<file path="config.mk">
export PLATFORM = sky130hd
export DESIGN_NAME = weight_desc_gen
export DESIGN_NICKNAME = d
export VERILOG_FILES = /design/src/dma_pkg.sv /design/src/dma_counter.sv /design/src/weight_desc_gen.sv
export SDC_FILE = /design/constraint.sdc
export NUM_CORES = 1
export LEC_CHECK = 0
export BUFFER_PORTS_ARGS = -buffer_cell sky130_fd_sc_hd__buf_2
export CAP_MARGIN = 20
export CORE_MARGIN = 4
export CORE_UTILIZATION = 30
export CTS_CLUSTER_DIAMETER = 200
export DETAILED_ROUTE_END_ITERATION = 7
export GPL_ROUTABILITY_DRIVEN = 0
export PLACE_DENSITY = 0.52
export SYNTH_ARGS = -nofsm -noshare
export SYNTH_HDL_FRONTEND = slang
export SYNTH_HIERARCHICAL = 1
export SYNTH_SLANG_ARGS = --single-unit
</file>
<file path="constraint.sdc">
create_clock -name clk -period 8.9 [get_ports clk]
set_clock_uncertainty 0.2 [all_clocks]
set_input_delay 0.445 -clock clk [delete_from_list [all_inputs] [get_ports clk]]
set_output_delay 0.445 -clock clk [all_outputs]
set_load 0.005 [all_outputs]
</file>
<file path="src/dma_pkg.sv">
`default_nettype none

package dma_pkg;

  localparam int DATA_W       = 32;  // host data and register width
  localparam int ADDR_W       = 32;  // descriptor address
  localparam int LEN_W        = 32;  // descriptor length, bytes per transfer
  localparam int TAG_W        = 8;   // output descriptor tag
  localparam int CNT_W        = 32;  // transfer, pass and bundle loops
  localparam int BUNDLE_WORDS = 8;   // words per record, last one is padding
  localparam int REG_SPACE    = 16;  // bundle table starts at this host address

  typedef enum logic [3:0] {
    REG_START        = 4'd0,
    REG_DONE_READ0   = 4'd1,   // host has drained bank 0
    REG_DONE_READ1   = 4'd2,
    REG_DONE_WRITE0  = 4'd3,   // output DMA has filled bank 0
    REG_DONE_WRITE1  = 4'd4,
    REG_OCM_BASE0    = 4'd5,
    REG_OCM_BASE1    = 4'd6,
    REG_WEIGHTS_BASE = 4'd7,
    REG_BUNDLE_DONE  = 4'd8,   // host lets the pixel side start the next bundle
    REG_N_BUNDLES    = 4'd9,
    REG_W_DONE       = 4'd10,  // debug, weight side idle
    REG_X_DONE       = 4'd11,  // debug, pixel side idle
    REG_O_DONE       = 4'd12   // debug, output side drained
  } reg_addr_e;

  // members run from the top word down, so x_base sits in word 0
  typedef struct packed {
    logic [CNT_W-1:0]  max_t;     // word 6
    logic [CNT_W-1:0]  max_p;     // word 5
    logic [LEN_W-1:0]  w_bpt;     // word 4
    logic [LEN_W-1:0]  w_bpt_p0;  // word 3
    logic [LEN_W-1:0]  x_bpt;     // word 2
    logic [LEN_W-1:0]  x_bpt_p0;  // word 1
    logic [ADDR_W-1:0] x_base;    // word 0
  } bundle_t;

  typedef struct packed {
    logic [ADDR_W-1:0] addr;
    logic [LEN_W-1:0]  len;
  } desc_t;

  typedef struct packed {
    desc_t             desc;
    logic [TAG_W-1:0]  tag;  // bank index
  } out_desc_t;

  typedef struct packed {
    logic [TAG_W-1:0] tag;    // bank the DMA just finished
    logic [3:0]       error;  // zero means good
    logic             valid;
  } os_status_t;

  typedef struct packed {
    logic             valid;
    logic             ready;
    logic             last;
    logic [LEN_W-1:0] bpt;  // size of the packet being streamed
  } eng_stream_t;

  typedef enum logic [1:0] {
    W_IDLE,
    W_WAIT_RAM,
    W_EXEC
  } w_state_e;

  typedef enum logic [1:0] {
    X_IDLE,
    X_WAIT_RAM,
    X_WAIT_BUNDLE,
    X_EXEC
  } x_state_e;

endpackage

`default_nettype wire

</file>
<file path="src/dma_counter.sv">
`timescale 1ns/100ps
`default_nettype none

module dma_counter (
  input  logic                      clk,
  input  logic                      rstn,
  input  logic                      i_load,
  input  logic                      i_en,
  input  logic [dma_pkg::CNT_W-1:0] i_max,
  output logic [dma_pkg::CNT_W-1:0] o_count,
  output logic                      o_first,
  output logic                      o_last,
  output logic                      o_last_clk
);
  import dma_pkg::*;

  logic [CNT_W-1:0] max_q;  // reload value kept for wrap around

  always_ff @(posedge clk) begin
    if (!rstn) begin
      o_count <= '0;
      max_q   <= '0;
    end else if (i_load) begin
      o_count <= i_max;
      max_q   <= i_max;
    end else if (i_en) begin
      o_count <= o_last ? max_q : o_count - CNT_W'(1);  // wrap so the loop can rerun
    end
  end

  assign o_last     = (o_count == '0);
  assign o_first    = (o_count == max_q);
  assign o_last_clk = o_last && i_en;  // end of loop, steps the next counter

endmodule

`default_nettype wire

</file>
<file path="src/weight_desc_gen.sv">
`timescale 1ns/100ps
`default_nettype none

module weight_desc_gen #(
  parameter  int BUNDLE_DEPTH = 16,
  localparam int IDX_W        = $clog2(BUNDLE_DEPTH)
) (
  input  logic                       clk,
  input  logic                       rstn,
  input  logic                       i_start,
  input  logic [dma_pkg::ADDR_W-1:0] i_weights_base,
  input  logic [dma_pkg::CNT_W-1:0]  i_n_bundles,
  input  dma_pkg::bundle_t           i_bundle,
  input  logic                       i_valid,
  output logic                       o_req,
  output logic [IDX_W-1:0]           o_idx,
  output dma_pkg::desc_t             o_desc,
  output logic                       o_valid,
  input  logic                       i_ready,
  output logic                       o_idle
);
  import dma_pkg::*;

  w_state_e         state, state_nxt;
  logic             fire, lc_t, lc_p, lc_b, first_p;
  logic [CNT_W-1:0] b_count;
  logic [LEN_W-1:0] bpt_p0, bpt;  // lengths of the loaded bundle

  always_comb begin
    state_nxt = state;
    unique case (state)
      W_IDLE:     if (i_start) state_nxt = W_WAIT_RAM;
      W_WAIT_RAM: if (i_valid) state_nxt = W_EXEC;
      W_EXEC:     if (lc_b) state_nxt = W_IDLE;  // all bundles issued
                  else if (lc_p) state_nxt = W_WAIT_RAM;  // fetch next record
      default:    state_nxt = W_IDLE;
    endcase
  end

  always_ff @(posedge clk) begin
    if (!rstn) begin
      state       <= W_IDLE;
      o_desc.addr <= '0;
    end else begin
      state <= state_nxt;
      if (i_start) begin
        o_desc.addr <= i_weights_base;
      end else if (fire) begin
        o_desc.addr <= o_desc.addr + ADDR_W'(o_desc.len);  // linear across bundles
      end
    end
  end

  always_ff @(posedge clk) begin
    if (i_valid) begin
      bpt_p0 <= i_bundle.w_bpt_p0;
      bpt    <= i_bundle.w_bpt;
    end
  end

  assign o_req      = (state == W_WAIT_RAM) && !i_valid;  // held while arbitration loses
  assign o_idx      = IDX_W'(i_n_bundles - CNT_W'(1) - b_count);  // counts up from 0
  assign o_desc.len = first_p ? bpt_p0 : bpt;
  assign o_valid    = (state == W_EXEC);
  assign o_idle     = (state == W_IDLE);
  assign fire       = o_valid && i_ready;

  dma_counter u_cnt_t (
    .clk(clk), .rstn(rstn), .i_load(i_valid), .i_en(fire),
    .i_max(i_bundle.max_t - CNT_W'(1)),
    .o_count(), .o_first(), .o_last(), .o_last_clk(lc_t)
  );

  dma_counter u_cnt_p (
    .clk(clk), .rstn(rstn), .i_load(i_valid), .i_en(lc_t),
    .i_max(i_bundle.max_p - CNT_W'(1)),
    .o_count(), .o_first(first_p), .o_last(), .o_last_clk(lc_p)
  );

  dma_counter u_cnt_b (
    .clk(clk), .rstn(rstn), .i_load(i_start), .i_en(lc_p),
    .i_max(i_n_bundles - CNT_W'(1)),
    .o_count(b_count), .o_first(), .o_last(), .o_last_clk(lc_b)
  );

  a_w_hold: assert property (@(posedge clk) disable iff (!rstn)
    o_valid && !i_ready |=> o_valid && $stable(o_desc));

endmodule

`default_nettype wire

</file>
Word level (Yosys, flattened, before mapping)

Index checks and enable logic that the tools add are counted.

Register bits after elaboration: 290
Output and inout bits: 71
Word-level logic and storage cells: 56

Reductions and logical operators: 15
Mux-type cells: 17
Equal/unequal tests: 6
Add/sub/neg operators: 8

Operator list:

| kind                  | number |
|---|---|
| $mux 32               | 12 |
| $sub 32x1->32 const B | 6 |
| $logic_not 32->1      | 3 |
| $add 32x32->32        | 1 |
| $eq 32x32->1          | 1 |
| $mux 2                | 4 |
| $reduce_bool 2->1     | 4 |
| $pmux 2 s3            | 1 |
| $logic_and 1x1->1     | 5 |
| $ne 2x2->1 const B    | 2 |
| $sub 4x4->4           | 1 |
| $ne 3x1->1 const B    | 1 |
| $reduce_and 3->1      | 1 |
| $eq 2x1->1 const B    | 1 |
| $eq 2x2->1 const B    | 1 |
| $logic_not 2->1       | 1 |
| $logic_not 1->1       | 1 |

Longest topological paths before layout

Gate-level depths: netlist (run 1).

Depth after elaboration: 7
Mapped depth: 18
Mapped depth without buffers: 14

Modules after synthesis

Netlist (run 1), hierarchy kept.

Modules (own cells, without submodules):

| module          | cells each | seq. area each (sq um) | area an instance (sq um) | instances |
|---|---|---|---|---|
| dma_counter     | 476        | 1281.2                 | 3965.1                   | 3 |
| weight_desc_gen | 827        | 2602.5                 | 7348.3                   | 1 |

Worst setup path before layout (run 1)

Ideal clock, no wire load.

Kind: register to register
Start: register u_cnt_p/o_count[3] (netlist name)
End: register o_desc[62] (netlist name)
Cell stages (with the launch flop): 18
Setup slack: 4449 ps
Setup time: 122 ps
Required time: 8578 ps
Period minus slack after synthesis: 4451 ps
Data arrival time: 4129 ps
Path through: dfxtp_1 clkbuf_1 xor2_1 nor4_1 nand4_1 nor2_1 clkbuf_1 buf_1 mux2_2 ha_1 fa_1 a211oi_1 o21ai_0 nand4_1 nand2_1 a211oi_1 nor4_1 a311o_1

RTL lines:

| element                | line                  | source |
|---|---|---|
| start, declared        | dma_counter.sv:10     | `output logic [dma_pkg::CNT_W-1:0] o_count,` |
| start signal, assigned | dma_counter.sv:24     | `o_count <= i_max;` |
| start signal, assigned | dma_counter.sv:27     | `o_count <= o_last ? max_q : o_count - CNT_W'(1);` |
| end, declared          | weight_desc_gen.sv:17 | `output dma_pkg::desc_t o_desc,` |

Worst setup path in the final report (run 1)

Start: register u_cnt_p/o_count[2] (netlist name)
End: register o_desc[62] (netlist name)

Word-level cells in the longest chain between the ends: 5

RTL lines:

| element        | line                  | source |
|---|---|---|
| $eq 32x32->1   | dma_counter.sv:32     | `assign o_first = (o_count == max_q);` |
| via first_p    | weight_desc_gen.sv:25 | `logic fire, lc_t, lc_p, lc_b, first_p;` |
| $mux 32        | weight_desc_gen.sv:63 | `assign o_desc.len = first_p ? bpt_p0 : bpt;` |
| $add 32x32->32 | weight_desc_gen.sv:49 | `o_desc.addr <= o_desc.addr + ADDR_W'(o_desc.len);` |
| $mux 32        | weight_desc_gen.sv:48 | `end else if (fire) begin` |
| $mux 32        | weight_desc_gen.sv:46 | `if (i_start) begin` |

The timed path passes the listed nets, and every way through them passes these cells. The select of a mux whose other input is x is not followed.
A chain may end at the register's enable or synchronous reset.

==> results of run 1 <==
-- cell type report --
class	count	share of cell area (%)
multi-input cells	1674	50.1
flip-flops and latches	290	28.7
repair buffers	371	10.5
clock buffers	56	5.00
well taps	782	4.36
inverters	49	0.819
clock inverters	13	0.507
-- registers in the layout, summed over array words and instances, names as in the netlist --
register         count
o_desc              32
u_cnt_b/o_count     32
u_cnt_p/o_count     32
u_cnt_t/o_count     32
u_cnt_b/max_q       32
state                2
u_cnt_t/max_q       32
bpt                 32
u_cnt_p/max_q       32
bpt_p0              32
-- worst max-delay path, cell delays in order (launching register included) --
cell      delay (ps)
dfxtp_1          550
xor2_1           120
nor4_1           370
nand4_1          260
nor2_4           350
buf_4            490
mux2_2           420
ha_1             240
fa_1             440
a211oi_1         470
o21ai_0          270
nand4_1          230
nand2_1          140
a211oi_1         530
nor4_1            90
a311o_1          280
-- what timing repair did --
item                      4_1_cts  5_1_grt
resized for setup               0        0
hold buffers                   82        0
hold endpoints to repair       82        0
-- power groups by stage --
| stage | Clock [mW] | Sequential, mW | Combinational, mW |
|---|---|---|---|
| after floorplan | 0 | 1.51 | 0.491 |
| after global placement | 0 | 1.54 | 0.704 |
| after detailed placement | 0 | 1.54 | 0.713 |
| after CTS | 1.58 | 1.51 | 0.747 |
| after global routing | 1.62 | 1.53 | 0.828 |
| final | 1.53 | 1.52 | 0.749 |
-- worst min path at each step --
stage                                   start  slack [ps]  cells after the start                  end
after floorplan           u_cnt_b/o_count[15]         250                      2  u_cnt_b/o_count[15]
after global placement    u_cnt_t/o_count[15]         260                      2  u_cnt_t/o_count[15]
after detailed placement    u_cnt_t/max_q[18]         270                      2    u_cnt_t/max_q[18]
after CTS                  i_weights_base[28]          10                      5           o_desc[60]
after global routing       i_weights_base[28]          60                      5           o_desc[60]
final                      i_weights_base[25]          50                      3           o_desc[57]
-- layer usage --
layer | track usage (%) | part of all wire, % | up-vias
li1 | - | - | 8504
met1 | 25.9 | 47 | 8344
met2 | 29.6 | 45 | 556
met3 | 2.90 | 6.3 | 86
met4 | 5.43 | 2.4 | 0
met5 | 0 | 0 | -
-- through the flow --
stage	util [%]	area, sq um	power [mW]
2_1_floorplan	-	18600	2.00
3_3_place_gp	33.5	20400	2.24
3_5_place_dp	33.5	20400	2.25
4_1_cts	36.9	22400	3.84
5_1_grt	36.9	22400	3.97
6_report	36.9	22400	3.80
==> results.md, run 1 <==
- Status: completed
- Multi-input gate area in the final layout: 11300 sq um
- Die boundary height: 257 um
- DRT Pass-1 Iters: 5
- Pre-CTS setup slack: between 3000 and 4000 ps
- Worst vdd ir: 0.106 mV
- H-tree level count: 2
- DIE AREA: between 60000 and 70000 sq um
- DRT iter0 DRCs: between 1000 and 1500
- IO Count: 364
- Residual DRC: 0
- Reg2reg setup slack: ~3300 ps
- TritonCTS clock tree: done
- Clock power share: 40.3%
- Leak: roughly 9 nW
- Reg2reg end: o_desc[62]
- I/O Buffers: 267
- Data required, critical path: 9130 ps
- Min-delay worst type: in -> reg
- WL/cell: between 15 and 20 um
- Initial antenna violation count: 0
- TritonCTS sink count: 290
- Vias in the first global route: 17350
- Most common cell after layout, fill and taps aside: buf_2
- Remaining antenna violation count: 0
- Switching share of power: 29.4%
- Max FO, Critical Path: 28
- WP data arrival: 5820 ps
- Most frequent cells in the layout: buf_2 (264), dfxtp_1 (226), nand2_1 (181)
- Via/cell ratio: 5.41
- Pint: between 2 and 3 mW
- WL final: 63.6 mm
- Worst Setup Slack, final: 3310 ps
- Syn Inst Count: 2169
- Part of the power in registers: around two fifths
- Crit. Startpoint: u_cnt_p/o_count[2]
- Yosys warnings: 6
- Initial Utilization: 30.5%
- Skew-Pair Late Insertion Delay: 550 ps
- Worst setup EP type: flop
- Overflow after GRT: 0
- Crit path kind: reg -> reg
- Placed cell count: 3084
- Worst reg2reg path depth: 15
- Cell Rows: 90
- Final period util: 62.8%
- Die width: ~260 um
- Fmax: 179 MHz
- Post-CTS setup buffer count: 0
- Max-Cap Viols: 0
- Clock transition at path regs: 50 ps
- Tmin final: 5590 ps
- Core ar.: 60800 sq um
- Reg area: 6450 sq um
- Final Hold Fails: 0
- Area added between synthesis and finish: 21.0%
- Clock Tree Buf Depth: 3
- Post-Syn Area: 18600 sq um
- Avg Cell Area, Syn: 8.55 sq um
- Pwr dens: roughly 170 nW/um^2
- Via Count: 17490
- Syn Nets: approximately 2500
- Combinational power share: 19.7%
- WHS: 49.6 ps
- Fraction of layout cells with a size suffix above 1: 16.4%
- Root Buffer: clkbuf_16
- GRT Total Usage: 18.5%
- Final HPWL DP: roughly 45 mm
- Crit Reg-Reg Startpoint: u_cnt_p/o_count[2]
- Ant. Diodes: 0
- Slew Viols, Final: 0
- Setup violators final: 0
- Non-filler cells, final: 3235
- Startpoint types: flop
- Nets@finish: 2763
- Max-slew headroom: a little over a quarter
- Setup TNS: 0 ps
- Slew @ Worst Pin: 1100 ps
- RSZ-0062 raised after global routing: false
- Final-layout fill cell count: between 6000 and 7000
- Crit path capture: o_desc[62]
- Cts bufs inserted: 39
- Switch Pwr: 1.11 mW
- Wire length of the first global-routing pass: roughly 100 mm
- Largest net degree at the start of global routing: between 90 and 100
Power figures use the tool's default switching activity.
==> inputs of run 2 (changes only) <==
PLACE_DENSITY = 0.54   (was 0.52)
clock period = 5 ns   (was 8.9 ns; I/O delays follow)
==> results.md, run 2 (synthesized netlist as in run 1, its figures left out) <==
- Initial Utilization: 30.5% (unchanged)
- Worst hold path startpoint: i_bundle[162] (was i_weights_base[25])
- I/O Buffers: 267 (unchanged)
- Vias in the first global route: 17357 (was 17350)
- DRT iter0 DRCs: 1197 (was 1386)
- Final period util: 94.5% (was 62.8%)
- Die boundary height: 257 um (unchanged)
- Remaining antenna violation count: 0 (unchanged)
- Worst hold path depth: 4 (was 3)
- Startpoint types: flop (unchanged)
- Setup violators final: 0 (unchanged)
- Multi-input gate area in the final layout: 11300 sq um (about the same)
- TritonCTS clock tree: done (unchanged)
- Largest net degree at the start of global routing: 95 (was 94)
- Die width: 257 um (unchanged)
- Core ar.: 60800 sq um (unchanged)
- Cell Rows: 90 (unchanged)
- DIE AREA: 65900 sq um (unchanged)
- Post-DP Area: 20500 sq um (was 20400 sq um)
- Hold path endpoint: u_cnt_p/max_q[2] (was o_desc[57])
- Setup TNS: 0 ps (unchanged)
- Residual DRC: 0 (unchanged)
- Slew Viols, Final: 0 (unchanged)
- Most frequent cells in the layout: buf_2 (264), dfxtp_1 (225), dlygate4sd3_1 (188) (was buf_2 (264), dfxtp_1 (226), nand2_1 (181))
- Nets@finish: 2890 (was 2763)
- Max-Cap Viols: 0 (unchanged)
- Skew-Pair Late Insertion Delay: 540 ps (was 550 ps)
- Final Cell Area: 23800 sq um (was 22400 sq um)
- Max-slew headroom: 25.2% (was 26.6%)
- Reg area: 6450 sq um (about the same)
- Max FO, Critical Path: 9 (was 28)
- Area added between synthesis and finish: 28.2% (was 21.0%)
- H-tree level count: 2 (unchanged)
- Leak: 9.51 nW (was 8.92 nW)
- Final HPWL DP: 45.0 mm (was 45.5 mm)
- Reg2reg setup slack: 280 ps (was 3310 ps)
- Data required, critical path: 5230 ps (was 9130 ps)
- Tmin final: 4720 ps (was 5590 ps)
- Initial antenna violation count: 3 (was 0)
- Via/cell ratio: 5.34 (was 5.41)
- Via Count: 17959 (was 17490)
- WP data arrival: 4950 ps (was 5820 ps)
- Clock transition at path regs: 60 ps (was 50 ps)
- WL/cell: 19.1 um (was 19.7 um)
- Fmax: 212 MHz (was 179 MHz)
- GRT Total Usage: 18.6% (was 18.5%)
- Clock Tree Buf Depth: 3 (unchanged)
- Final Hold Fails: 0 (unchanged)
- Status: completed (unchanged)
- Cts bufs inserted: 39 (unchanged)
- RSZ-0062 raised after global routing: false (unchanged)
- Worst reg2reg path depth: 15 (unchanged)
- DRT Pass-1 Iters: 5 (unchanged)
- TritonCTS sink count: 290 (unchanged)
- Reg2reg end: o_desc[62] (unchanged)
- Crit Reg-Reg Startpoint: u_cnt_p/o_count[3] (was u_cnt_p/o_count[2])
- Min-delay worst type: in -> reg (unchanged)
- Wire length of the first global-routing pass: 99.8 mm (was 99.5 mm)
- Overflow after GRT: 0 (unchanged)
- Final-layout fill cell count: 6046 (was 6213)
- Fraction of layout cells with a size suffix above 1: 16.6% (was 16.4%)
- Root Buffer: clkbuf_16 (unchanged)
- WL final: 64.3 mm (was 63.6 mm)
- Pwr dens: 294 nW/um^2 (was 169 nW/um^2)
- Worst vdd ir: 0.203 mV (was 0.106 mV)
- Crit path kind: reg -> reg (unchanged)
- Most common cell after layout, fill and taps aside: buf_2 (unchanged)
- Slew @ Worst Pin: 1120 ps (was 1100 ps)
- Worst setup EP type: flop (unchanged)
- IO Count: 364 (unchanged)
[run 2: stage by stage]
step	hold WS (ps)	setup slack, ps	util [%]	std cells	power [mW]
global route	56.0	16.1	39.1	3362	7.34
floorplan	149	549	-	2169	3.56
global placement	226	261	33.8	3099	4.00
detailed placement	228	243	33.8	3099	4.02
finish	21.4	277	39.1	3363	6.99
CTS	0.357	202	39.0	3355	7.06
[run 2: how the worst max path moves through the flow]
stage	cells past startpoint	endpoint	slack, ps	startpoint
floorplan	17	o_desc[62]	550	u_cnt_p/o_count[3]
global route	15	o_desc[58]	20	u_cnt_p/o_count[3]
CTS	15	o_desc[62]	200	u_cnt_p/o_count[2]
finish	15	o_desc[62]	280	u_cnt_p/o_count[3]
global placement	15	o_desc[62]	260	u_cnt_p/o_count[2]
detailed placement	15	o_desc[62]	240	u_cnt_p/o_count[2]
[run 2: routing by layer]
metal  vias up  global-route usage [%]  share of wire (%)
li1       8737                       -                  -
met1      8565                    25.6                 46
met2       583                    29.9                 45
met3        74                    3.69                7.1
met4         0                    4.76                2.1
met5         -                       0                  0
[run 2: power breakdown]
part / switching (mW) / internal (mW)
clock network: 1.09 / 1.79
registers: 0.137 / 2.56
logic: 0.790 / 0.628
[run 2: layout make-up]
type | count | area share [%]
Tap cell | 782 | 4.12
Clock inverter | 11 | 0.542
Timing Repair Buffer | 498 | 15.1
Sequential cell | 290 | 27.1
Antenna cell | 2 | 0.0211
Multi-Input combinational cell | 1674 | 47.4
Inverter | 49 | 0.774
Clock buffer | 57 | 4.99
[run 2: timing repair]
item,in CTS,in global routing
endpoints found under the setup margin,0,8
resized for setup,0,3
hold buffers,188,0
setup buffers,0,5
hold endpoints to repair,200,0
[run 2: worst max-delay path, cell delays in order, from the launching register on]
cell	delay (ps)
dfxtp_1	520
xor2_1	110
nor4_1	430
nand4_1	210
nor2_4	300
mux2_2	390
ha_1	240
fa_1	420
a211oi_1	350
o21ai_0	240
nand4_1	240
nand2_1	150
a211oi_1	280
buf_4	180
nor4_1	40
a311o_1	290
==> inputs of run 3 (changes only) <==
CORE_ASPECT_RATIO = 2   (was default)
==> results.md, run 3 (synthesized netlist as in run 1, its figures left out) <==
- Status: completed (unchanged)
- Worst reg2reg path depth: 15 (unchanged)
- Slew @ Worst Pin: 1070 ps (was 1120 ps)
- Worst Setup Slack, final: 187 ps (was 277 ps)
- Ant. Diodes: 0 (was 2)
- Post-DP Area: 20500 sq um (about the same)
- H-tree level count: 1 (was 2)
- Root Buffer: clkbuf_16 (unchanged)
- Pre-CTS setup slack: 218 ps (was 243 ps)
- Slew Viols, Final: 0 (unchanged)
- RSZ-0062 raised after global routing: false (unchanged)
- Final Cell Area: 23900 sq um (was 23800 sq um)
- Remaining antenna violation count: 0 (unchanged)
- Fmax: 208 MHz (was 212 MHz)
- Startpoint types: flop (unchanged)
- Largest net degree at the start of global routing: 119 (was 95)
- Min-delay worst type: in -> reg (unchanged)
- Skew-Pair Late Insertion Delay: 600 ps (was 540 ps)
- Die boundary height: 360 um (was 257 um)
- Area added between synthesis and finish: 28.6% (was 28.2%)
- WL final: 67.8 mm (was 64.3 mm)
- DRT Pass-1 Iters: 5 (unchanged)
- Core ar.: 61000 sq um (was 60800 sq um)
- Nets@finish: 2923 (was 2890)
- Max FO, Critical Path: 8 (was 9)
- Crit. Startpoint: u_cnt_p/o_count[23] (was u_cnt_p/o_count[3])
- Via/cell ratio: 5.39 (was 5.34)
- Crit path kind: reg -> reg (unchanged)
- WP data arrival: 5130 ps (was 4950 ps)
- Leak: 9.53 nW (was 9.51 nW)
- Cell Rows: 128 (was 90)
- Data required, critical path: 5310 ps (was 5230 ps)
- Clock Tree Buf Depth: 3 (unchanged)
- Most common cell after layout, fill and taps aside: buf_2 (unchanged)
- Crit Reg-Reg Startpoint: u_cnt_p/o_count[23] (was u_cnt_p/o_count[3])
- Worst setup EP type: flop (unchanged)
- Final period util: 96.3% (was 94.5%)
- Fraction of layout cells with a size suffix above 1: 16.1% (was 16.6%)
- Placed cell count: 3100 (was 3099)
- I/O Buffers: 267 (unchanged)
- Hold path endpoint: u_cnt_t/max_q[15] (was u_cnt_p/max_q[2])
- WL/cell: 20.0 um (was 19.1 um)
- TritonCTS sink count: 290 (unchanged)
- Worst hold path depth: 4 (unchanged)
- Residual DRC: 0 (unchanged)
- Vias in the first global route: 18876 (was 17357)
- Worst vdd ir: 0.264 mV (was 0.203 mV)
- Pwr dens: 271 nW/um^2 (was 294 nW/um^2)
- Reg2reg end: o_desc[47] (was o_desc[62])
- Cts bufs inserted: 31 (was 39)
- Initial antenna violation count: 0 (was 3)
- TritonCTS clock tree: done (unchanged)
- Reg2reg setup slack: 190 ps (was 280 ps)
- DRT iter0 DRCs: 971 (was 1197)
- Tmin final: 4810 ps (was 4720 ps)
- Non-filler cells, final: 3389 (was 3363)
- Overflow after GRT: 0 (unchanged)
- Most frequent cells in the layout: buf_2 (264), dfxtp_1 (226), dlygate4sd3_1 (224) (was buf_2 (264), dfxtp_1 (225), dlygate4sd3_1 (188))
- Max-slew headroom: 28.6% (was 25.2%)
- Via Count: 18252 (was 17959)
- DIE AREA: 66100 sq um (was 65900 sq um)
- Worst hold path startpoint: i_bundle[207] (was i_bundle[162])
- Setup violators final: 0 (unchanged)
- Final Hold Fails: 0 (unchanged)
- Clock transition at path regs: 60 ps (about the same)
- Initial Utilization: 30.4% (was 30.5%)
- Final HPWL DP: 49.1 mm (was 45.0 mm)
- Setup TNS: 0 ps (unchanged)
- IO Count: 364 (unchanged)
- GRT Total Usage: 19.4% (was 18.6%)
- WHS: 36.7 ps (was 21.4 ps)
- Die width: 184 um (was 257 um)
- Wire length of the first global-routing pass: 104 mm (was 99.8 mm)
- Max-Cap Viols: 0 (unchanged)
run 3: cell count changes in the layout (fill, tap and decap cells not counted), sizes merged, moves of 2 or more:
| cell | before | now |
|---|---|---|
| clkbuf | 58 | 47 |
| dlygate4sd3 | 188 | 224 |
| buf | 309 | 314 |
| diode | 2 | 0 |
| clkinvlp | 1 | 3 |
run 3: cell type report:
class                           count  area [sq um]
Inverter                           49           184
Fill cell                        6135         37200
Clock buffer                       46           852
Tap cell                          780           976
Multi-Input combinational cell   1674         11300
Clock inverter                     11           119
Sequential cell                   290          6450
Timing Repair Buffer              539          4010
run 3: how the worst max path moves through the flow:
| stage | endpoint | slack (ps) | cells past startpoint |
|---|---|---|---|
| after global routing | o_desc[47] | 9 | 15 |
| after CTS | o_desc[47] | 180 | 15 |
| final | o_desc[47] | 190 | 15 |
| after global placement | o_desc[47] | 140 | 15 |
| after detailed placement | o_desc[47] | 220 | 15 |
| after floorplan | o_desc[62] | 550 | 17 |
run 3: per-layer routing:
layer,vias up,track usage [%],part of all wire (%)
met2,579,37.2,53
met3,166,2.53,4.8
met1,8719,19.9,36
met5,-,0,0
met4,0,10.8,5.8
li1,8788,-,-
run 3: worst max-delay path: stages, from the launching register on:
cell and delay [ps]:
dfxtp_1 480, xor2_1 170, nor4_1 420, nand4_1 220, nor2_4 310, buf_4 170, mux2_2 370, ha_1 320
a211oi_1 460, o21ai_0 230, a31oi_1 360, o31a_1 250, o21ai_0 170, buf_4 190, mux2_2 270, nor3_1 160
run 3: what timing repair did:
action | CTS | global route
hold buffers | 224 | 0
gates resized for setup | 0 | 5
endpoints found under the setup margin | 0 | 7
hold endpoints to repair | 241 | 0
setup buffers | 0 | 5
run 3: stage by stage:
stage	util, %	power [mW]
final	39.1	6.46
after global routing	39.1	6.76
after CTS	38.9	6.53
after detailed placement	33.7	4.04
after global placement	33.7	4.02
after floorplan	-	3.56
run 3: where the power goes:
group / internal, mW / leakage (nW) / switching (mW)
logic: 0.655 / 6.58 / 0.810
registers: 2.56 / 2.49 / 0.134
clock network: 1.28 / 0.462 / 1.03
