<file path="src/dma_pkg.sv">
`default_nettype none

package dma_pkg;

  localparam int DATA_W       = 32;  // host data and register width
  localparam int ADDR_W       = 32;  // descriptor address
  localparam int LEN_W        = 32;  // descriptor length, bytes per transfer
  localparam int TAG_W        = 8;   // output descriptor tag
  localparam int CNT_W        = 32;  // transfer, pass and bundle loops
  localparam int BUNDLE_WORDS = 8;   // words per record, last one is padding
  localparam int REG_SPACE    = 16;  // bundle table starts at this host address

  typedef enum logic [3:0] {
    REG_START        = 4'd0,
    REG_DONE_READ0   = 4'd1,   // host has drained bank 0
    REG_DONE_READ1   = 4'd2,
    REG_DONE_WRITE0  = 4'd3,   // output DMA has filled bank 0
    REG_DONE_WRITE1  = 4'd4,
    REG_OCM_BASE0    = 4'd5,
    REG_OCM_BASE1    = 4'd6,
    REG_WEIGHTS_BASE = 4'd7,
    REG_BUNDLE_DONE  = 4'd8,   // host lets the pixel side start the next bundle
    REG_N_BUNDLES    = 4'd9,
    REG_W_DONE       = 4'd10,  // debug, weight side idle
    REG_X_DONE       = 4'd11,  // debug, pixel side idle
    REG_O_DONE       = 4'd12   // debug, output side drained
  } reg_addr_e;

  // members run from the top word down, so x_base sits in word 0
  typedef struct packed {
    logic [CNT_W-1:0]  max_t;     // word 6
    logic [CNT_W-1:0]  max_p;     // word 5
    logic [LEN_W-1:0]  w_bpt;     // word 4
    logic [LEN_W-1:0]  w_bpt_p0;  // word 3
    logic [LEN_W-1:0]  x_bpt;     // word 2
    logic [LEN_W-1:0]  x_bpt_p0;  // word 1
    logic [ADDR_W-1:0] x_base;    // word 0
  } bundle_t;

  typedef struct packed {
    logic [ADDR_W-1:0] addr;
    logic [LEN_W-1:0]  len;
  } desc_t;

  typedef struct packed {
    desc_t             desc;
    logic [TAG_W-1:0]  tag;  // bank index
  } out_desc_t;

  typedef struct packed {
    logic [TAG_W-1:0] tag;    // bank the DMA just finished
    logic [3:0]       error;  // zero means good
    logic             valid;
  } os_status_t;

  typedef struct packed {
    logic             valid;
    logic             ready;
    logic             last;
    logic [LEN_W-1:0] bpt;  // size of the packet being streamed
  } eng_stream_t;

  typedef enum logic [1:0] {
    W_IDLE,
    W_WAIT_RAM,
    W_EXEC
  } w_state_e;

  typedef enum logic [1:0] {
    X_IDLE,
    X_WAIT_RAM,
    X_WAIT_BUNDLE,
    X_EXEC
  } x_state_e;

endpackage

`default_nettype wire

</file>
<file path="src/dma_regs.sv">
`timescale 1ns/100ps
`default_nettype none

module dma_regs (
  input  logic                            clk,
  input  logic                            rstn,
  input  logic                            i_wr_en,
  input  logic [dma_pkg::ADDR_W-1:0]      i_wr_addr,
  input  logic [dma_pkg::DATA_W-1:0]      i_wr_data,
  input  logic                            i_rd_en,
  input  logic [dma_pkg::ADDR_W-1:0]      i_rd_addr,
  output logic [dma_pkg::DATA_W-1:0]      o_rd_data,
  input  dma_pkg::os_status_t             i_os,
  input  dma_pkg::eng_stream_t            i_eng,
  input  logic                            i_bank_take,
  input  logic                            i_bank_idx,
  input  logic                            i_pkt_open,
  input  logic                            i_w_idle,
  input  logic                            i_x_idle,
  input  logic                            i_bundle_taken,
  output logic                            o_start,
  output logic [dma_pkg::ADDR_W-1:0]      o_weights_base,
  output logic [dma_pkg::CNT_W-1:0]       o_n_bundles,
  output logic                            o_bundle_done,
  output logic [1:0][dma_pkg::ADDR_W-1:0] o_ocm_base,
  output logic [1:0]                      o_done_read
);
  import dma_pkg::*;

  localparam int NREGS = int'(REG_O_DONE) + 1;

  logic [NREGS-1:0][DATA_W-1:0] regs;
  logic                         os_good;
  logic                         wr_reg;  // host write into register space
  logic                         rd_reg;

  assign os_good = i_os.valid && (i_os.error == '0);
  assign wr_reg  = i_wr_en && (i_wr_addr < ADDR_W'(NREGS));  // table writes fall away here
  assign rd_reg  = i_rd_addr < ADDR_W'(NREGS);

  always_ff @(posedge clk) begin
    if (!rstn) begin
      regs                  <= '0;
      regs[REG_DONE_READ0]  <= DATA_W'(1);  // both banks free at start
      regs[REG_DONE_READ1]  <= DATA_W'(1);
      regs[REG_BUNDLE_DONE] <= DATA_W'(1);  // first bundle needs no handshake
    end else begin
      if (regs[REG_START][0]) begin
        regs[REG_START] <= '0;  // one cycle pulse
      end
      if (i_bundle_taken) begin
        regs[REG_BUNDLE_DONE] <= '0;
      end
      if (i_bank_take) begin  // output side moves into this bank
        regs[REG_DONE_READ0 + i_bank_idx]  <= '0;
        regs[REG_DONE_WRITE0 + i_bank_idx] <= '0;
      end
      if (os_good) begin
        regs[REG_DONE_WRITE0 + i_os.tag[0]] <= DATA_W'(1);
      end
      regs[REG_W_DONE] <= DATA_W'(i_w_idle);
      regs[REG_X_DONE] <= DATA_W'(i_x_idle);
      if (regs[REG_START][0] || i_eng.valid) begin
        regs[REG_O_DONE] <= '0;  // engine still has data
      end else if (os_good && !i_pkt_open) begin
        regs[REG_O_DONE] <= DATA_W'(1);
      end
      if (wr_reg) begin
        regs[i_wr_addr[3:0]] <= i_wr_data;  // host has the last word
      end
    end
  end

  always_ff @(posedge clk) begin
    if (!rstn) begin
      o_rd_data <= '0;
    end else if (i_rd_en) begin
      o_rd_data <= rd_reg ? regs[i_rd_addr[3:0]] : '0;  // held until next read
    end
  end

  assign o_start        = regs[REG_START][0];
  assign o_weights_base = regs[REG_WEIGHTS_BASE];
  assign o_n_bundles    = regs[REG_N_BUNDLES];
  assign o_bundle_done  = regs[REG_BUNDLE_DONE][0];
  assign o_ocm_base     = {regs[REG_OCM_BASE1], regs[REG_OCM_BASE0]};
  assign o_done_read    = {regs[REG_DONE_READ1][0], regs[REG_DONE_READ0][0]};

  // both generators sample start as a single event per run
  a_start_pulse: assert property (@(posedge clk) disable iff (!rstn)
    o_start |=> !o_start);

endmodule

`default_nettype wire

</file>
<file path="config.mk">
export PLATFORM = sky130hd
export DESIGN_NAME = dma_regs
export DESIGN_NICKNAME = d
export VERILOG_FILES = /design/src/dma_pkg.sv /design/src/dma_regs.sv
export SDC_FILE = /design/constraint.sdc
export NUM_CORES = 1
export LEC_CHECK = 0
export BUFFER_PORTS_ARGS = -buffer_cell sky130_fd_sc_hd__buf_2
export CAP_MARGIN = 20
export CORE_ASPECT_RATIO = 1.1
export CORE_MARGIN = 5
export CORE_UTILIZATION = 50
export DETAILED_ROUTE_END_ITERATION = 8
export PLACE_DENSITY = 0.7
export SLEW_MARGIN = 5
export SYNTH_ARGS = -nofsm -noshare
export SYNTH_HDL_FRONTEND = slang
export SYNTH_SLANG_ARGS = --single-unit
</file>
<file path="constraint.sdc">
create_clock -name clk -period 2.3 [get_ports clk]
set_clock_uncertainty 0.05 [all_clocks]
set_input_delay 0.115 -clock clk [delete_from_list [all_inputs] [get_ports clk]]
set_output_delay 0.115 -clock clk [all_outputs]
set_load 0.05 [all_outputs]
</file>
### Word-level counts from Yosys, hierarchy flattened

Cells that the tools add are included.

* bits in registers: 448
* output and inout bits: 164
* word-level logic and storage cells: 72

* add/subtract/negate cells: 3
* $lt $le $gt $ge: 11
* mux-type cells: 24
* bitwise logic cells: 7
* reductions and logical operators: 11

Operators with widths (number)
* 416-bit 2-to-1 mux: 5
* 416-bit AND: 2
* 416-bit NOT: 2
* 32-bit demux with 4-bit select: 4
* 416-bit bitwise mux: 1
* 32-bit 2-to-1 mux: 13
* 403-bit AND: 1
* 403-bit NOT: 1
* 32-bit binary-select mux with 4-bit select: 1
* 32-bit by 4-bit < comparator with 1-bit output, second input constant: 2
* 13-bit bitwise OR: 1
* 3-bit by 5-bit < comparator with 1-bit output, second input constant: 2
* 4-bit by 5-bit < comparator with 1-bit output, second input constant: 2
* 1-bit logical AND: 7
* 2-bit by 1-bit adder with 3-bit output, first input constant: 2
* 3-bit by 1-bit >= comparator with 1-bit output, second input constant: 2
* 2-bit by 5-bit < comparator with 1-bit output, second input constant: 1
* 4-bit by 1-bit >= comparator with 1-bit output, second input constant: 1
* 4-bit zero test: 1
* 1-bit by 1-bit adder with 2-bit output, first input constant: 1
* 2-bit by 1-bit >= comparator with 1-bit output, second input constant: 1
* 2-bit AND reduction: 1
* 1-bit zero test: 1
* 1-bit logical OR: 1

### Logic depth before layout (Yosys ltp)

Gate-level depths: netlist of run 1.

* depth after elaboration: 18
* mapped depth: 9
* mapped depth without buffers: 5

### Worst setup path before layout of run 1

Ideal clock, no wire load.

* path type: input to register
* start point: in i_wr_addr[17] (netlist bit)
* end point: reg regs (netlist bit o_done_read[1])
* arrival: 1543 ps
* required time: 2112 ps
* path slack: 569 ps
* cell stages on the path: 7
* path buffers: 2
* cells stage by stage: or4_4 nor3_4 buf_4 nand4_1 clkbuf_1 nand3_1 o211ai_1

* longest elaborated chain between the ends: 3

RTL lines
* from (decl): line dma_regs.sv:8 `input logic [dma_pkg::ADDR_W-1:0] i_wr_addr,`
* 32-bit by 4-bit < comparator with 1-bit output: line dma_regs.sv:38 `assign wr_reg = i_wr_en && (i_wr_addr < ADDR_W'(NREGS));`
* 1-bit logical AND: line dma_regs.sv:38
* 416-bit 2-to-1 mux: line dma_regs.sv:68 `if (wr_reg) begin`
* to (signal, indexed assignment): line dma_regs.sv:61 `regs[REG_W_DONE] <= DATA_W'(i_w_idle);`
* to (signal, indexed assignment): line dma_regs.sv:62 `regs[REG_X_DONE] <= DATA_W'(i_x_idle);`
* to (signal, indexed assignment): line dma_regs.sv:69 `regs[i_wr_addr[3:0]] <= i_wr_data;`
* to (decl): line dma_regs.sv:32 `logic [NREGS-1:0][DATA_W-1:0] regs;`

No other way between the ends.
A chain may end at the register's enable or synchronous reset.

### Worst setup path in the final report of run 1

* start point: in i_wr_addr[30] (netlist bit)
* end point: reg regs[129] (netlist bit)

Same word-level chain as after synthesis.

==> impl_metrics.prom, run 1 <==
# TYPE chip_impl_metric gauge
chip_impl_metric{name="placed_cells",unit=""} 2989
chip_impl_metric{name="critical_path_arrival",unit="ns"} 2.51
chip_impl_metric{name="synth_area_per_cell",unit="sq um"} 8.62
chip_impl_metric{name="dr.pass1.iters",unit=""} 5
chip_impl_metric{name="viasPerCell",unit=""} 5.89
chip_impl_metric{name="synth.yosys.seq_area_share",unit=""} 0.427
chip_impl_metric{name="detailroute.via_count",unit=""} 18400
chip_impl_metric{name="drt-wirelength-per-cell",unit="um"} 22.5
chip_impl_metric{name="die_area",unit="sq um"} 46200
chip_impl_metric{name="power.share.clock",unit=""} 0.472
chip_impl_info{name="grt_setup_unrepaired",value="false"} 1
chip_impl_metric{name="final_critical_delay_including_setup_and_external_delays",unit="ns"} 2.04
chip_impl_metric{name="p_int",unit="mW"} 12.9
chip_impl_metric{name="port_buffer_cells",unit=""} 276
chip_impl_metric{name="min_period_over_period",unit=""} 0.885
chip_impl_metric{name="placeableCoreArea",unit="sq um"} 41400
chip_impl_metric{name="routed-wl-met3",unit="mm"} 5.60
chip_impl_metric{name="cts.repair.resized",unit=""} 0
chip_impl_info{name="worst_setup_path_end_kind",value="flip-flop"} 1
chip_impl_metric{name="netSwitchingPower",unit="mW"} 3.86
chip_impl_metric{name="max_cap_viol_count",unit=""} 0
chip_impl_metric{name="grt.overflow.total",unit=""} 0
chip_impl_info{name="worst_setup_path_start_kind",value="input port"} 1
chip_impl_metric{name="insertedDiodeCount",unit=""} 0
chip_impl_metric{name="grt_first_pass_wirelength",unit="mm"} 104
chip_impl_metric{name="netSwitchingFraction",unit=""} 0.230
chip_impl_metric{name="power_leakage",unit="nW"} 9.16
chip_impl_metric{name="max_clock_freq",unit="MHz"} 491
chip_impl_metric{name="power-per-cell-area",unit="nW/um^2"} 697
chip_impl_info{name="setup.worst_path.start",value="i_wr_addr[30]"} 1
chip_impl_metric{name="die_w",unit="um"} 205
chip_impl_metric{name="setup_total_negative_slack",unit="ns"} 0
chip_impl_metric{name="hold_viol",unit=""} 0
chip_impl_metric{name="areaGrowthSynthToFinish",unit="%"} 14.5
chip_impl_metric{name="nets",unit=""} 2675
chip_impl_metric{name="cts_made_buffers",unit=""} 47
chip_impl_metric{name="synth_area",unit="sq um"} 21000
chip_impl_metric{name="ioPinCount",unit=""} 318
chip_impl_metric{name="worst_ep_required_time",unit="ns"} 2.77
chip_impl_metric{name="number_of_enable_type_register_cells_in_the_synthesized_netlist",unit=""} 0
chip_impl_info{name="hold_path.startpoint",value="i_wr_addr[16]"} 1
chip_impl_metric{name="residual_antenna_violating_net_count_after_detailed_routing",unit=""} 0
chip_impl_metric{name="ys_async_sr_fraction",unit=""} 0
chip_impl_metric{name="slew_headroom",unit=""} 0.284
chip_impl_metric{name="yosys_register_bits",unit=""} 448
chip_impl_metric{name="syn-instance-count",unit=""} 2439
chip_impl_info{name="dr.max_layer_used",value="met4"} 1
chip_impl_metric{name="ys_warn_count",unit=""} 0
chip_impl_metric{name="met2_length",unit="mm"} 33.7
chip_impl_metric{name="drive_gt1_frac",unit=""} 0.193
chip_impl_metric{name="final_design_area_no_fill",unit="sq um"} 24100
chip_impl_metric{name="worstMarginPinSlew",unit="ns"} 1.07
chip_impl_info{name="reg2reg_from",value="o_start"} 1
chip_impl_metric{name="antenna_found_initial",unit=""} 0
chip_impl_metric{name="grt_use_total",unit=""} 0.288
chip_impl_metric{name="comb_power_share",unit=""} 0.065
chip_impl_info{name="layout.cells.most_common_list",value="sky130_fd_sc_hd__nand2_1, sky130_fd_sc_hd__dfxtp_1, sky130_fd_sc_hd__buf_2"} 1
chip_impl_metric{name="m1WireLength",unit="mm"} 27.6
chip_impl_metric{name="synth_cell_type_count",unit=""} 44
chip_impl_metric{name="vias_in_the_first_global_route",unit=""} 17900
chip_impl_metric{name="clk_latency",unit="ns"} 0.59
chip_impl_metric{name="fp-row-count",unit=""} 78
chip_impl_metric{name="cts_max_level",unit=""} 2
chip_impl_info{name="mostFrequentLayoutCell",value="sky130_fd_sc_hd__nand2_1"} 1
chip_impl_metric{name="report.final.slew_viol_count",unit=""} 0
chip_impl_metric{name="pwr-share-seq",unit=""} 0.463
chip_impl_metric{name="cts.clk_slew.worst_paths",unit="ns"} 0.06
chip_impl_metric{name="initial_utilization",unit=""} 0.508
chip_impl_metric{name="final-instance-count-excl-fill",unit=""} 3116
chip_impl_info{name="tritoncts",value="built"} 1
chip_impl_info{name="ys_dominant_reg_cell",value="sky130_fd_sc_hd__dfxtp_1"} 1
chip_impl_metric{name="crit_path_max_fanout",unit=""} 19
chip_impl_metric{name="clk_path_buf_depth",unit=""} 3
chip_impl_metric{name="ir_worst_vdd",unit="uV"} 552
chip_impl_metric{name="drc",unit=""} 0
chip_impl_metric{name="drt_first_iter_violations",unit=""} 1546
chip_impl_metric{name="synth_fp_nets",unit=""} 2593
chip_impl_metric{name="grt_max_degree",unit=""} 248
chip_impl_info{name="clock_tree.root_cell",value="sky130_fd_sc_hd__clkbuf_16"} 1
chip_impl_metric{name="dpl-instance-area",unit="sq um"} 22000
chip_impl_metric{name="die_h",unit="um"} 225
chip_impl_metric{name="routed_wl",unit="mm"} 70.0
chip_impl_info{name="outcome",value="finished, final reports clean"} 1
chip_impl_metric{name="dp_hpwl",unit="mm"} 45.5
chip_impl_metric{name="gpl.final_weighted_congestion",unit=""} 0.858
chip_impl_metric{name="setup_violations",unit=""} 0
chip_impl_info{name="worstHoldPathType",value="in -> reg"} 1
chip_impl_metric{name="timing.hold.ws",unit="ns"} 0.0220
chip_impl_metric{name="cts.sinks",unit=""} 448
chip_impl_info{name="worst-setup-path-type",value="in -> reg"} 1
==> cell families after synthesis <==
kind of cell / synth area share
and+or+nand+nor: 0.196
AOI/OAI and AO/OA: 0.177
DFF: 0.427
buffers and inverters: 0.104
muxes: 0.0968
==> flip-flops by register name (all words and copies together), names as in the netlist <==
register,cells
regs,284
o_bundle_done,1
o_ocm_base,64
o_weights_base,32
o_start,1
o_n_bundles,32
o_done_read,2
o_rd_data,32
==> Yosys cell counts, types with 3 or more instances <==
master                     count  area [sq um]
sky130_fd_sc_hd__inv_1        33           124
sky130_fd_sc_hd__o21ai_0      66           330
sky130_fd_sc_hd__nor2b_1       5          31.3
sky130_fd_sc_hd__nand2_1     542          2030
sky130_fd_sc_hd__o22ai_1      62           388
sky130_fd_sc_hd__dfxtp_1     448          8970
sky130_fd_sc_hd__mux4_2       33           743
sky130_fd_sc_hd__nand3b_1     63           473
sky130_fd_sc_hd__clkbuf_1    129           484
sky130_fd_sc_hd__a21boi_1    215          1610
sky130_fd_sc_hd__nand3_1     157           786
sky130_fd_sc_hd__and3_1        3          18.8
sky130_fd_sc_hd__nand4_1      12          75.1
sky130_fd_sc_hd__nand2b_1      6          37.5
sky130_fd_sc_hd__nor2_1       72           270
sky130_fd_sc_hd__buf_1        14          52.6
sky130_fd_sc_hd__a221oi_1     30           263
sky130_fd_sc_hd__nor3_1       11          55.1
sky130_fd_sc_hd__mux2i_1     129          1290
sky130_fd_sc_hd__nor4_1       14          87.6
sky130_fd_sc_hd__a21boi_0    100           751
sky130_fd_sc_hd__buf_4       153          1150
sky130_fd_sc_hd__buf_2        70           350
sky130_fd_sc_hd__a22o_1       31           272
sky130_fd_sc_hd__and4_1       13           114
sky130_fd_sc_hd__o211ai_1      5          37.5
==> final timing paths <==
path,endpoint,cells after the start,slack (ns)
min,regs[414],5,0.02
max reg2reg,regs[398],5,0.47
max,regs[129],8,0.26
min reg2reg,regs[93],2,0.41
==> layout make-up <==
type | instances | area, sq um
Fill cell | 3685 | 17300
Multi-Input combinational cell | 1590 | 9950
Sequential cell | 448 | 8970
Timing Repair Buffer | 401 | 2700
Clock buffer | 68 | 1390
Tap cell | 560 | 701
Clock inverter | 16 | 229
Inverter | 33 | 124
==> repair_timing <==
item / CTS / global route
endpoints found under the hold margin: 416 / 0
hold buffers: 43 / 0
setup buffers: 0 / 0
==> stage by stage <==
| stage | setup WS [ns] | power (mW) | utilization |
|---|---|---|---|
| floorplan | 0.569 | 8.57 | - |
| global placement | 0.0179 | 8.93 | 0.532 |
| detailed placement | -0.0817 | 8.95 | 0.532 |
| CTS | 0.293 | 16.9 | 0.581 |
| global route | 0.190 | 17.3 | 0.581 |
| finish | 0.265 | 16.8 | 0.581 |
==> critical path, cell delays in order <==
cell and delay, ns:
sky130_fd_sc_hd__buf_2 0.10, sky130_fd_sc_hd__nor4_1 0.27, sky130_fd_sc_hd__and4_1 0.60, sky130_fd_sc_hd__and4_2 0.44
sky130_fd_sc_hd__buf_12 0.20, sky130_fd_sc_hd__nand2_1 0.07, sky130_fd_sc_hd__a21boi_1 0.14, sky130_fd_sc_hd__dlygate4sd3_1 0.56
==> per-layer routing <==
metal  track usage  up-vias
met5             0        -
met4         0.129        0
met2         0.486      850
met1         0.357     8873
li1              -     8459
met3        0.0554      173
==> power by group through the flow <==
stage / Combinational (mW) / Sequential [mW] / Clock, mW
after floorplan: 0.623 / 7.94 / 0
after global routing: 1.13 / 7.76 / 8.36
after global placement: 0.994 / 7.94 / 0
after detailed placement: 1.01 / 7.94 / 0
after CTS: 1.06 / 7.77 / 8.03
final: 1.08 / 7.77 / 7.93
(Power assumes the default switching activity.)
==> run 2, diff against run 1 <==
Settings changed: HOLD_SLACK_MARGIN from default to 0.1, SETUP_SLACK_MARGIN from default to 0.5.
==> run 2 against run 1 <==
Compared with the run above: critical path depth down 3; clock power about the same; highest routed layer unchanged; worst hold slack better by 0.13 ns; setup slack better by 0.22 ns; register-to-register slack about the same; critical path type is now reg -> reg; critical endpoint is now regs[398]; cell count up 0.32%; global-route usage about the same; sequential share of layout area down 0.20 points; fmax up 12%; die area unchanged.
==> impl_metrics.prom, run 2 (synthesis results as in run 1) <==
# TYPE chip_impl_metric gauge
chip_impl_info{name="outcome",value="finished, final reports clean"} 1
chip_impl_info{name="reg2reg_from",value="o_start"} 1
chip_impl_metric{name="multi_input_comb_area",unit="sq um"} 9970
chip_impl_metric{name="ff2ff_setup_slack",unit="ns"} 0.48
chip_impl_metric{name="drt-wirelength-per-cell",unit="um"} 22.5
chip_impl_metric{name="finalPower",unit="mW"} 16.8
chip_impl_metric{name="critical_path_arrival",unit="ns"} 2.26
chip_impl_metric{name="gpl.final_weighted_congestion",unit=""} 0.858
chip_impl_metric{name="timing.reg2reg.worst_path_depth",unit=""} 5
chip_impl_metric{name="largest_reg_flops",unit=""} 284
chip_impl_metric{name="cts_made_buffers",unit=""} 47
chip_impl_info{name="worst-setup-path-type",value="reg -> reg"} 1
chip_impl_info{name="worst_setup_path_end_kind",value="flip-flop"} 1
chip_impl_metric{name="antenna_found_initial",unit=""} 0
chip_impl_metric{name="cts.sinks",unit=""} 448
chip_impl_metric{name="slew_headroom",unit=""} 0.292
chip_impl_metric{name="dp_hpwl",unit="mm"} 45.5
chip_impl_metric{name="cts_max_level",unit=""} 2
chip_impl_metric{name="drc",unit=""} 0
chip_impl_info{name="cp_cell_sequence",value="nor2_1 > nand2_1 > nor2_4 > nand3_1 > o21ai_0"} 1
chip_impl_metric{name="max_cap_viol_count",unit=""} 0
chip_impl_metric{name="worst_ep_required_time",unit="ns"} 2.75
chip_impl_info{name="crit_path_top_delay_cell",value="sky130_fd_sc_hd__nor2_4"} 1
chip_impl_metric{name="crit_path_max_fanout",unit=""} 31
chip_impl_metric{name="drive_gt1_frac",unit=""} 0.197
chip_impl_metric{name="grt_first_pass_wirelength",unit="mm"} 104
chip_impl_metric{name="final_critical_delay_including_setup_and_external_delays",unit="ns"} 1.82
chip_impl_metric{name="die_area",unit="sq um"} 46200
chip_impl_metric{name="placeableCoreArea",unit="sq um"} 41400
chip_impl_metric{name="ir_worst_vdd",unit="uV"} 551
chip_impl_metric{name="clk_latency",unit="ns"} 0.59
chip_impl_info{name="mostFrequentLayoutCell",value="sky130_fd_sc_hd__nand2_1"} 1
chip_impl_metric{name="residual_antenna_violating_net_count_after_detailed_routing",unit=""} 0
chip_impl_metric{name="power_leakage",unit="nW"} 9.22
chip_impl_metric{name="grt_max_degree",unit=""} 248
chip_impl_metric{name="worstMarginPinSlew",unit="ns"} 1.06
chip_impl_metric{name="report.final.slew_viol_count",unit=""} 0
chip_impl_metric{name="detailroute.via_count",unit=""} 18500
chip_impl_metric{name="routed_wl",unit="mm"} 70.3
chip_impl_metric{name="grt_use_total",unit=""} 0.288
chip_impl_metric{name="max_clock_freq",unit="MHz"} 551
chip_impl_metric{name="clk_path_buf_depth",unit=""} 3
chip_impl_metric{name="vias_in_the_first_global_route",unit=""} 17900
chip_impl_metric{name="hold_viol",unit=""} 0
chip_impl_metric{name="initial_utilization",unit=""} 0.508
chip_impl_info{name="tritoncts",value="built"} 1
chip_impl_info{name="worst_setup_path_start_kind",value="flip-flop"} 1
chip_impl_metric{name="areaGrowthSynthToFinish",unit="%"} 15.1
chip_impl_info{name="largest-register",value="regs"} 1
chip_impl_info{name="grt_setup_unrepaired",value="true"} 1
chip_impl_info{name="clock_tree.root_cell",value="sky130_fd_sc_hd__clkbuf_16"} 1
chip_impl_info{name="layout.cells.most_common_list",value="sky130_fd_sc_hd__nand2_1, sky130_fd_sc_hd__dfxtp_1, sky130_fd_sc_hd__buf_2"} 1
chip_impl_info{name="setup.worst_path.start",value="o_start"} 1
chip_impl_metric{name="ioPinCount",unit=""} 318
chip_impl_metric{name="power-per-cell-area",unit="nW/um^2"} 694
chip_impl_metric{name="die_w",unit="um"} 205
chip_impl_metric{name="viasPerCell",unit=""} 5.90
chip_impl_metric{name="setup_violations",unit=""} 0
chip_impl_metric{name="nets",unit=""} 2685
chip_impl_metric{name="fp-row-count",unit=""} 78
chip_impl_metric{name="cts.clk_slew.worst_paths",unit="ns"} 0.06
chip_impl_metric{name="grt.overflow.total",unit=""} 0
chip_impl_metric{name="area.sequential",unit="sq um"} 8970
chip_impl_metric{name="drt_first_iter_violations",unit=""} 1472
chip_impl_metric{name="insertedDiodeCount",unit=""} 0
chip_impl_metric{name="layout.filler_cells",unit=""} 3675
chip_impl_info{name="crit-reg2reg-capture",value="regs[398]"} 1
chip_impl_metric{name="port_buffer_cells",unit=""} 276
chip_impl_metric{name="final_core_util",unit=""} 0.585
chip_impl_info{name="critPathCapture",value="regs[398]"} 1
chip_impl_info{name="worstHoldPathType",value="in -> reg"} 1
chip_impl_metric{name="critPathMaxStageDelay",unit="ns"} 0.80
chip_impl_metric{name="dr.pass1.iters",unit=""} 6
chip_impl_metric{name="min_period_over_period",unit=""} 0.789
chip_impl_metric{name="die_h",unit="um"} 225
[run 2: metrics by stage]
step | setup TNS (ns) | instance area (sq um) | setup WS [ns] | cells | hold WS, ns
after global routing | 0 | 24200 | 0.354 | 3126 | 0.146
after global placement | 0 | 22000 | 0.0179 | 2989 | 0.379
final | 0 | 24200 | 0.484 | 3126 | 0.150
after floorplan | 0 | 21000 | 0.569 | 2439 | 0.218
after detailed placement | -1.37 | 22000 | -0.0817 | 2989 | 0.387
after CTS | 0 | 24100 | 0.510 | 3119 | 0.120
[run 2: worst min-delay path by stage]
stage	from	cells past startpoint	slack [ns]	endpoint
finish	i_rd_addr[2]	5	0.15	o_rd_data[31]
global route	rstn	5	0.15	regs[413]
CTS	i_rd_addr[2]	5	0.12	o_rd_data[31]
detailed placement	i_x_idle	3	0.39	regs[352]
global placement	i_x_idle	3	0.38	regs[352]
floorplan	i_wr_data[1]	2	0.22	regs[321]
[run 2: power breakdown]
group,internal (mW),switching [mW]
logic,0.414,0.679
registers,7.76,0.00427
clock network,4.75,3.18
[run 2: metal layers]
metal / GRT usage / wire length [um] / vias up
li1: - / - / 8476
met1: 0.358 / 27700 / 8900
met2: 0.487 / 33700 / 904
met3: 0.0557 / 5680 / 173
met4: 0.128 / 3130 / 0
met5: 0 / 0 / -
[run 2: area by class of cell]
cell class / instances / area share
clock inverter: 16 / 0.00947
timing repair buffer: 411 / 0.116
tap: 560 / 0.0290
sequential: 448 / 0.371
clock buffer: 68 / 0.0573
inverter: 33 / 0.00512
multi-input combinational: 1590 / 0.412
[run 2: timing repair]
action	in CTS	in global routing
endpoints found under the hold margin	448	0
hold buffers	46	0
gates resized for setup	1	7
setup endpoints to repair	1	102
setup buffers	0	6
pin swaps	0	1
cloned	0	1
[run 2: worst max-delay path, delay by kind of cell, from the launching register on]
kind               cells  cell delay, ns
and+or+nand+nor        4            1.22
AOI/OAI and AO/OA      1            0.13
DFF                    1            0.32
==> run 3, diff against run 2 <==
Clock period 2.3 ns to 1.9 ns, I/O delays scaled along.
==> run 3 against run 2 <==
Compared with the run above: the flow now finishes with violations (hold timing); final area increased by 9.2%; sequential share of layout area down 3.1 points; core utilization is 5.4 points higher; register-to-register slack got worse by 0.08 ns; power up 17%; global-route usage shrank 0.22 points; critical path type is now in -> reg; critical endpoint is now regs[104]; largest power group is now registers.
==> impl_metrics.prom, run 3 (synthesis results as in run 1) <==
# TYPE chip_impl_metric gauge
chip_impl_info{name="outcome",value="finished, violations left"} 1
chip_impl_info{name="violated_checks",value="hold timing"} 1
chip_impl_info{name="mostFrequentLayoutCell",value="sky130_fd_sc_hd__dfxtp_1"} 1
chip_impl_metric{name="drt_first_iter_violations",unit=""} 2015
chip_impl_metric{name="die_area",unit="sq um"} 46200
chip_impl_info{name="worst_setup_path_end_kind",value="flip-flop"} 1
chip_impl_metric{name="slew_headroom",unit=""} 0.305
chip_impl_metric{name="preCtsSetupSlack",unit="ns"} -0.162
chip_impl_info{name="largest-register",value="regs"} 1
chip_impl_info{name="hold_path.startpoint",value="i_os[5]"} 1
chip_impl_metric{name="cts-hold-fix-buffers",unit=""} 40
chip_impl_metric{name="min_period_over_period",unit=""} 0.817
chip_impl_metric{name="final_core_util",unit=""} 0.638
chip_impl_metric{name="critical_path_arrival",unit="ns"} 1.98
chip_impl_metric{name="routed_wl",unit="mm"} 75.4
chip_impl_metric{name="timing.reg2reg.worst_path_depth",unit=""} 4
chip_impl_metric{name="areaGrowthSynthToFinish",unit="%"} 25.6
chip_impl_metric{name="power-per-cell-area",unit="nW/um^2"} 746
chip_impl_metric{name="fp-row-count",unit=""} 78
chip_impl_info{name="clock_tree.root_cell",value="sky130_fd_sc_hd__clkbuf_16"} 1
chip_impl_metric{name="final_critical_delay_including_setup_and_external_delays",unit="ns"} 1.55
chip_impl_metric{name="gpl.final_weighted_congestion",unit=""} 0.858
chip_impl_info{name="grt_setup_unrepaired",value="true"} 1
chip_impl_metric{name="max_cap_viol_count",unit=""} 0
chip_impl_info{name="reg2reg_from",value="regs[126]"} 1
chip_impl_info{name="worst-setup-path-type",value="in -> reg"} 1
chip_impl_metric{name="initial_utilization",unit=""} 0.508
chip_impl_metric{name="report.final.slew_viol_count",unit=""} 0
chip_impl_info{name="hold_end",value="regs[128]"} 1
chip_impl_metric{name="port_buffer_cells",unit=""} 276
chip_impl_metric{name="grt_max_degree",unit=""} 197
chip_impl_info{name="layout.cells.most_common_list",value="sky130_fd_sc_hd__dfxtp_1, sky130_fd_sc_hd__nand2_1, sky130_fd_sc_hd__buf_2"} 1
chip_impl_metric{name="antenna_found_initial",unit=""} 1
chip_impl_metric{name="clk_path_buf_depth",unit=""} 3
chip_impl_metric{name="ir_worst_vdd",unit="uV"} 637
chip_impl_metric{name="max_clock_freq",unit="MHz"} 644
chip_impl_metric{name="crit_path_max_fanout",unit=""} 7
chip_impl_metric{name="final.setup.worst_slack",unit="ns"} 0.347
chip_impl_metric{name="ff2ff_setup_slack",unit="ns"} 0.40
chip_impl_metric{name="finalPower",unit="mW"} 19.7
chip_impl_metric{name="largest_reg_flops",unit=""} 284
chip_impl_metric{name="grt_use_total",unit=""} 0.286
chip_impl_metric{name="residual_antenna_violating_net_count_after_detailed_routing",unit=""} 0
chip_impl_metric{name="detailroute.via_count",unit=""} 19200
chip_impl_metric{name="cts_max_level",unit=""} 2
chip_impl_metric{name="die_w",unit="um"} 205
chip_impl_metric{name="cts.clk_slew.worst_paths",unit="ns"} 0.06
chip_impl_metric{name="clk_latency",unit="ns"} 0.57
chip_impl_metric{name="dp_hpwl",unit="mm"} 43.8
chip_impl_info{name="worstHoldPathType",value="in -> reg"} 1
chip_impl_metric{name="placeableCoreArea",unit="sq um"} 41400
chip_impl_info{name="worst_setup_path_start_kind",value="input port"} 1
chip_impl_metric{name="drc",unit=""} 0
chip_impl_metric{name="drive_gt1_frac",unit=""} 0.293
chip_impl_metric{name="cts_made_buffers",unit=""} 45
chip_impl_metric{name="cts.sinks",unit=""} 448
chip_impl_metric{name="worstMarginPinSlew",unit="ns"} 1.04
chip_impl_metric{name="setup_total_negative_slack",unit="ns"} 0
chip_impl_metric{name="worstHoldPathCells",unit=""} 4
chip_impl_metric{name="worst_ep_required_time",unit="ns"} 2.32
chip_impl_metric{name="die_h",unit="um"} 225
chip_impl_metric{name="hold_viol",unit=""} 11
chip_impl_metric{name="grt_first_pass_wirelength",unit="mm"} 105
chip_impl_info{name="setup.worst_path.start",value="i_wr_addr[17]"} 1
chip_impl_metric{name="viasPerCell",unit=""} 6.06
chip_impl_metric{name="power_leakage",unit="nW"} 10.4
chip_impl_metric{name="vias_in_the_first_global_route",unit=""} 18200
chip_impl_metric{name="dr.pass1.iters",unit=""} 6
chip_impl_metric{name="nets",unit=""} 2725
chip_impl_info{name="tritoncts",value="built"} 1
chip_impl_metric{name="drt-wirelength-per-cell",unit="um"} 23.8
chip_impl_info{name="crit-reg2reg-capture",value="o_rd_data[30]"} 1
chip_impl_metric{name="setup_violations",unit=""} 0
chip_impl_metric{name="timing.hold.ws",unit="ns"} -0.0689
chip_impl_metric{name="ioPinCount",unit=""} 318
chip_impl_metric{name="grt.overflow.total",unit=""} 0
==> run 3: cell count changes in the layout (fill, tap and decap cells not counted), moves of 26 or more <==
cell	delta
sky130_fd_sc_hd__nand2_2	+61
sky130_fd_sc_hd__a21boi_0	-76
sky130_fd_sc_hd__buf_2	-28
sky130_fd_sc_hd__buf_12	+36
sky130_fd_sc_hd__buf_4	-26
sky130_fd_sc_hd__nand2_4	+68
sky130_fd_sc_hd__a21boi_2	+77
sky130_fd_sc_hd__nand2_1	-129
==> run 3: where the power goes <==
part	internal, mW	leakage [nW]	switching, mW
Clock	5.05	0.721	3.81
Combinational	0.566	6.06	0.881
Sequential	9.40	3.61	0.00443
Total	15.0	10.4	4.69
==> run 3: repair_timing <==
action / 4_1_cts / 5_1_grt
setup endpoints to repair: 75 / 244
buffers inserted: 0 / 14
gates cloned: 1 / 31
gates resized for setup: 20 / 415
endpoints found under the hold margin: 448 / 12
pin swaps: 0 / 164
==> run 3: how the worst max path moves through the flow <==
stage / to / slack (ns) / cells after the start
5_1_grt: regs[104] / 0.29 / 9
2_1_floorplan: regs[35] / 0.21 / 7
4_1_cts: o_rd_data[30] / 0.41 / 4
6_report: regs[104] / 0.35 / 9
3_3_place_gp: regs[146] / -0.12 / 9
3_5_place_dp: regs[133] / -0.16 / 9
==> run 3: final cells by class <==
class | instances | area (sq um)
clock inverters | 6 | 63.8
repair buffers | 453 | 4160
clock buffers | 72 | 1400
inverters | 33 | 124
diodes | 1 | 2.50
multi-input cells | 1590 | 11000
well taps | 560 | 701
flip-flops and latches | 448 | 8980
fillers | 3373 | 15000
==> run 3: routing by layer <==
| metal | vias up | part of all wire | global-route usage |
|---|---|---|---|
| met5 | - | 0 | 0 |
| met4 | 0 | 0.042 | 0.0992 |
| met3 | 199 | 0.095 | 0.0494 |
| met2 | 1098 | 0.48 | 0.480 |
| met1 | 9321 | 0.39 | 0.373 |
| li1 | 8564 | - | - |
==> run 3: worst max-delay path: stages <==
cell	delay, ns
sky130_fd_sc_hd__buf_6	0.09
sky130_fd_sc_hd__or4_4	0.53
sky130_fd_sc_hd__nor3_4	0.15
sky130_fd_sc_hd__buf_6	0.15
sky130_fd_sc_hd__clkbuf_16	0.14
sky130_fd_sc_hd__and4_4	0.32
sky130_fd_sc_hd__clkbuf_16	0.20
sky130_fd_sc_hd__nand2_1	0.07
sky130_fd_sc_hd__a21boi_0	0.24
==> run 3: stage by stage <==
stage / instance area [sq um] / instances
6_report: 26400 / 3163
5_1_grt: 26400 / 3163
4_1_cts: 24400 / 3116
3_5_place_dp: 22400 / 2997
3_3_place_gp: 22400 / 2997
2_1_floorplan: 21300 / 2439
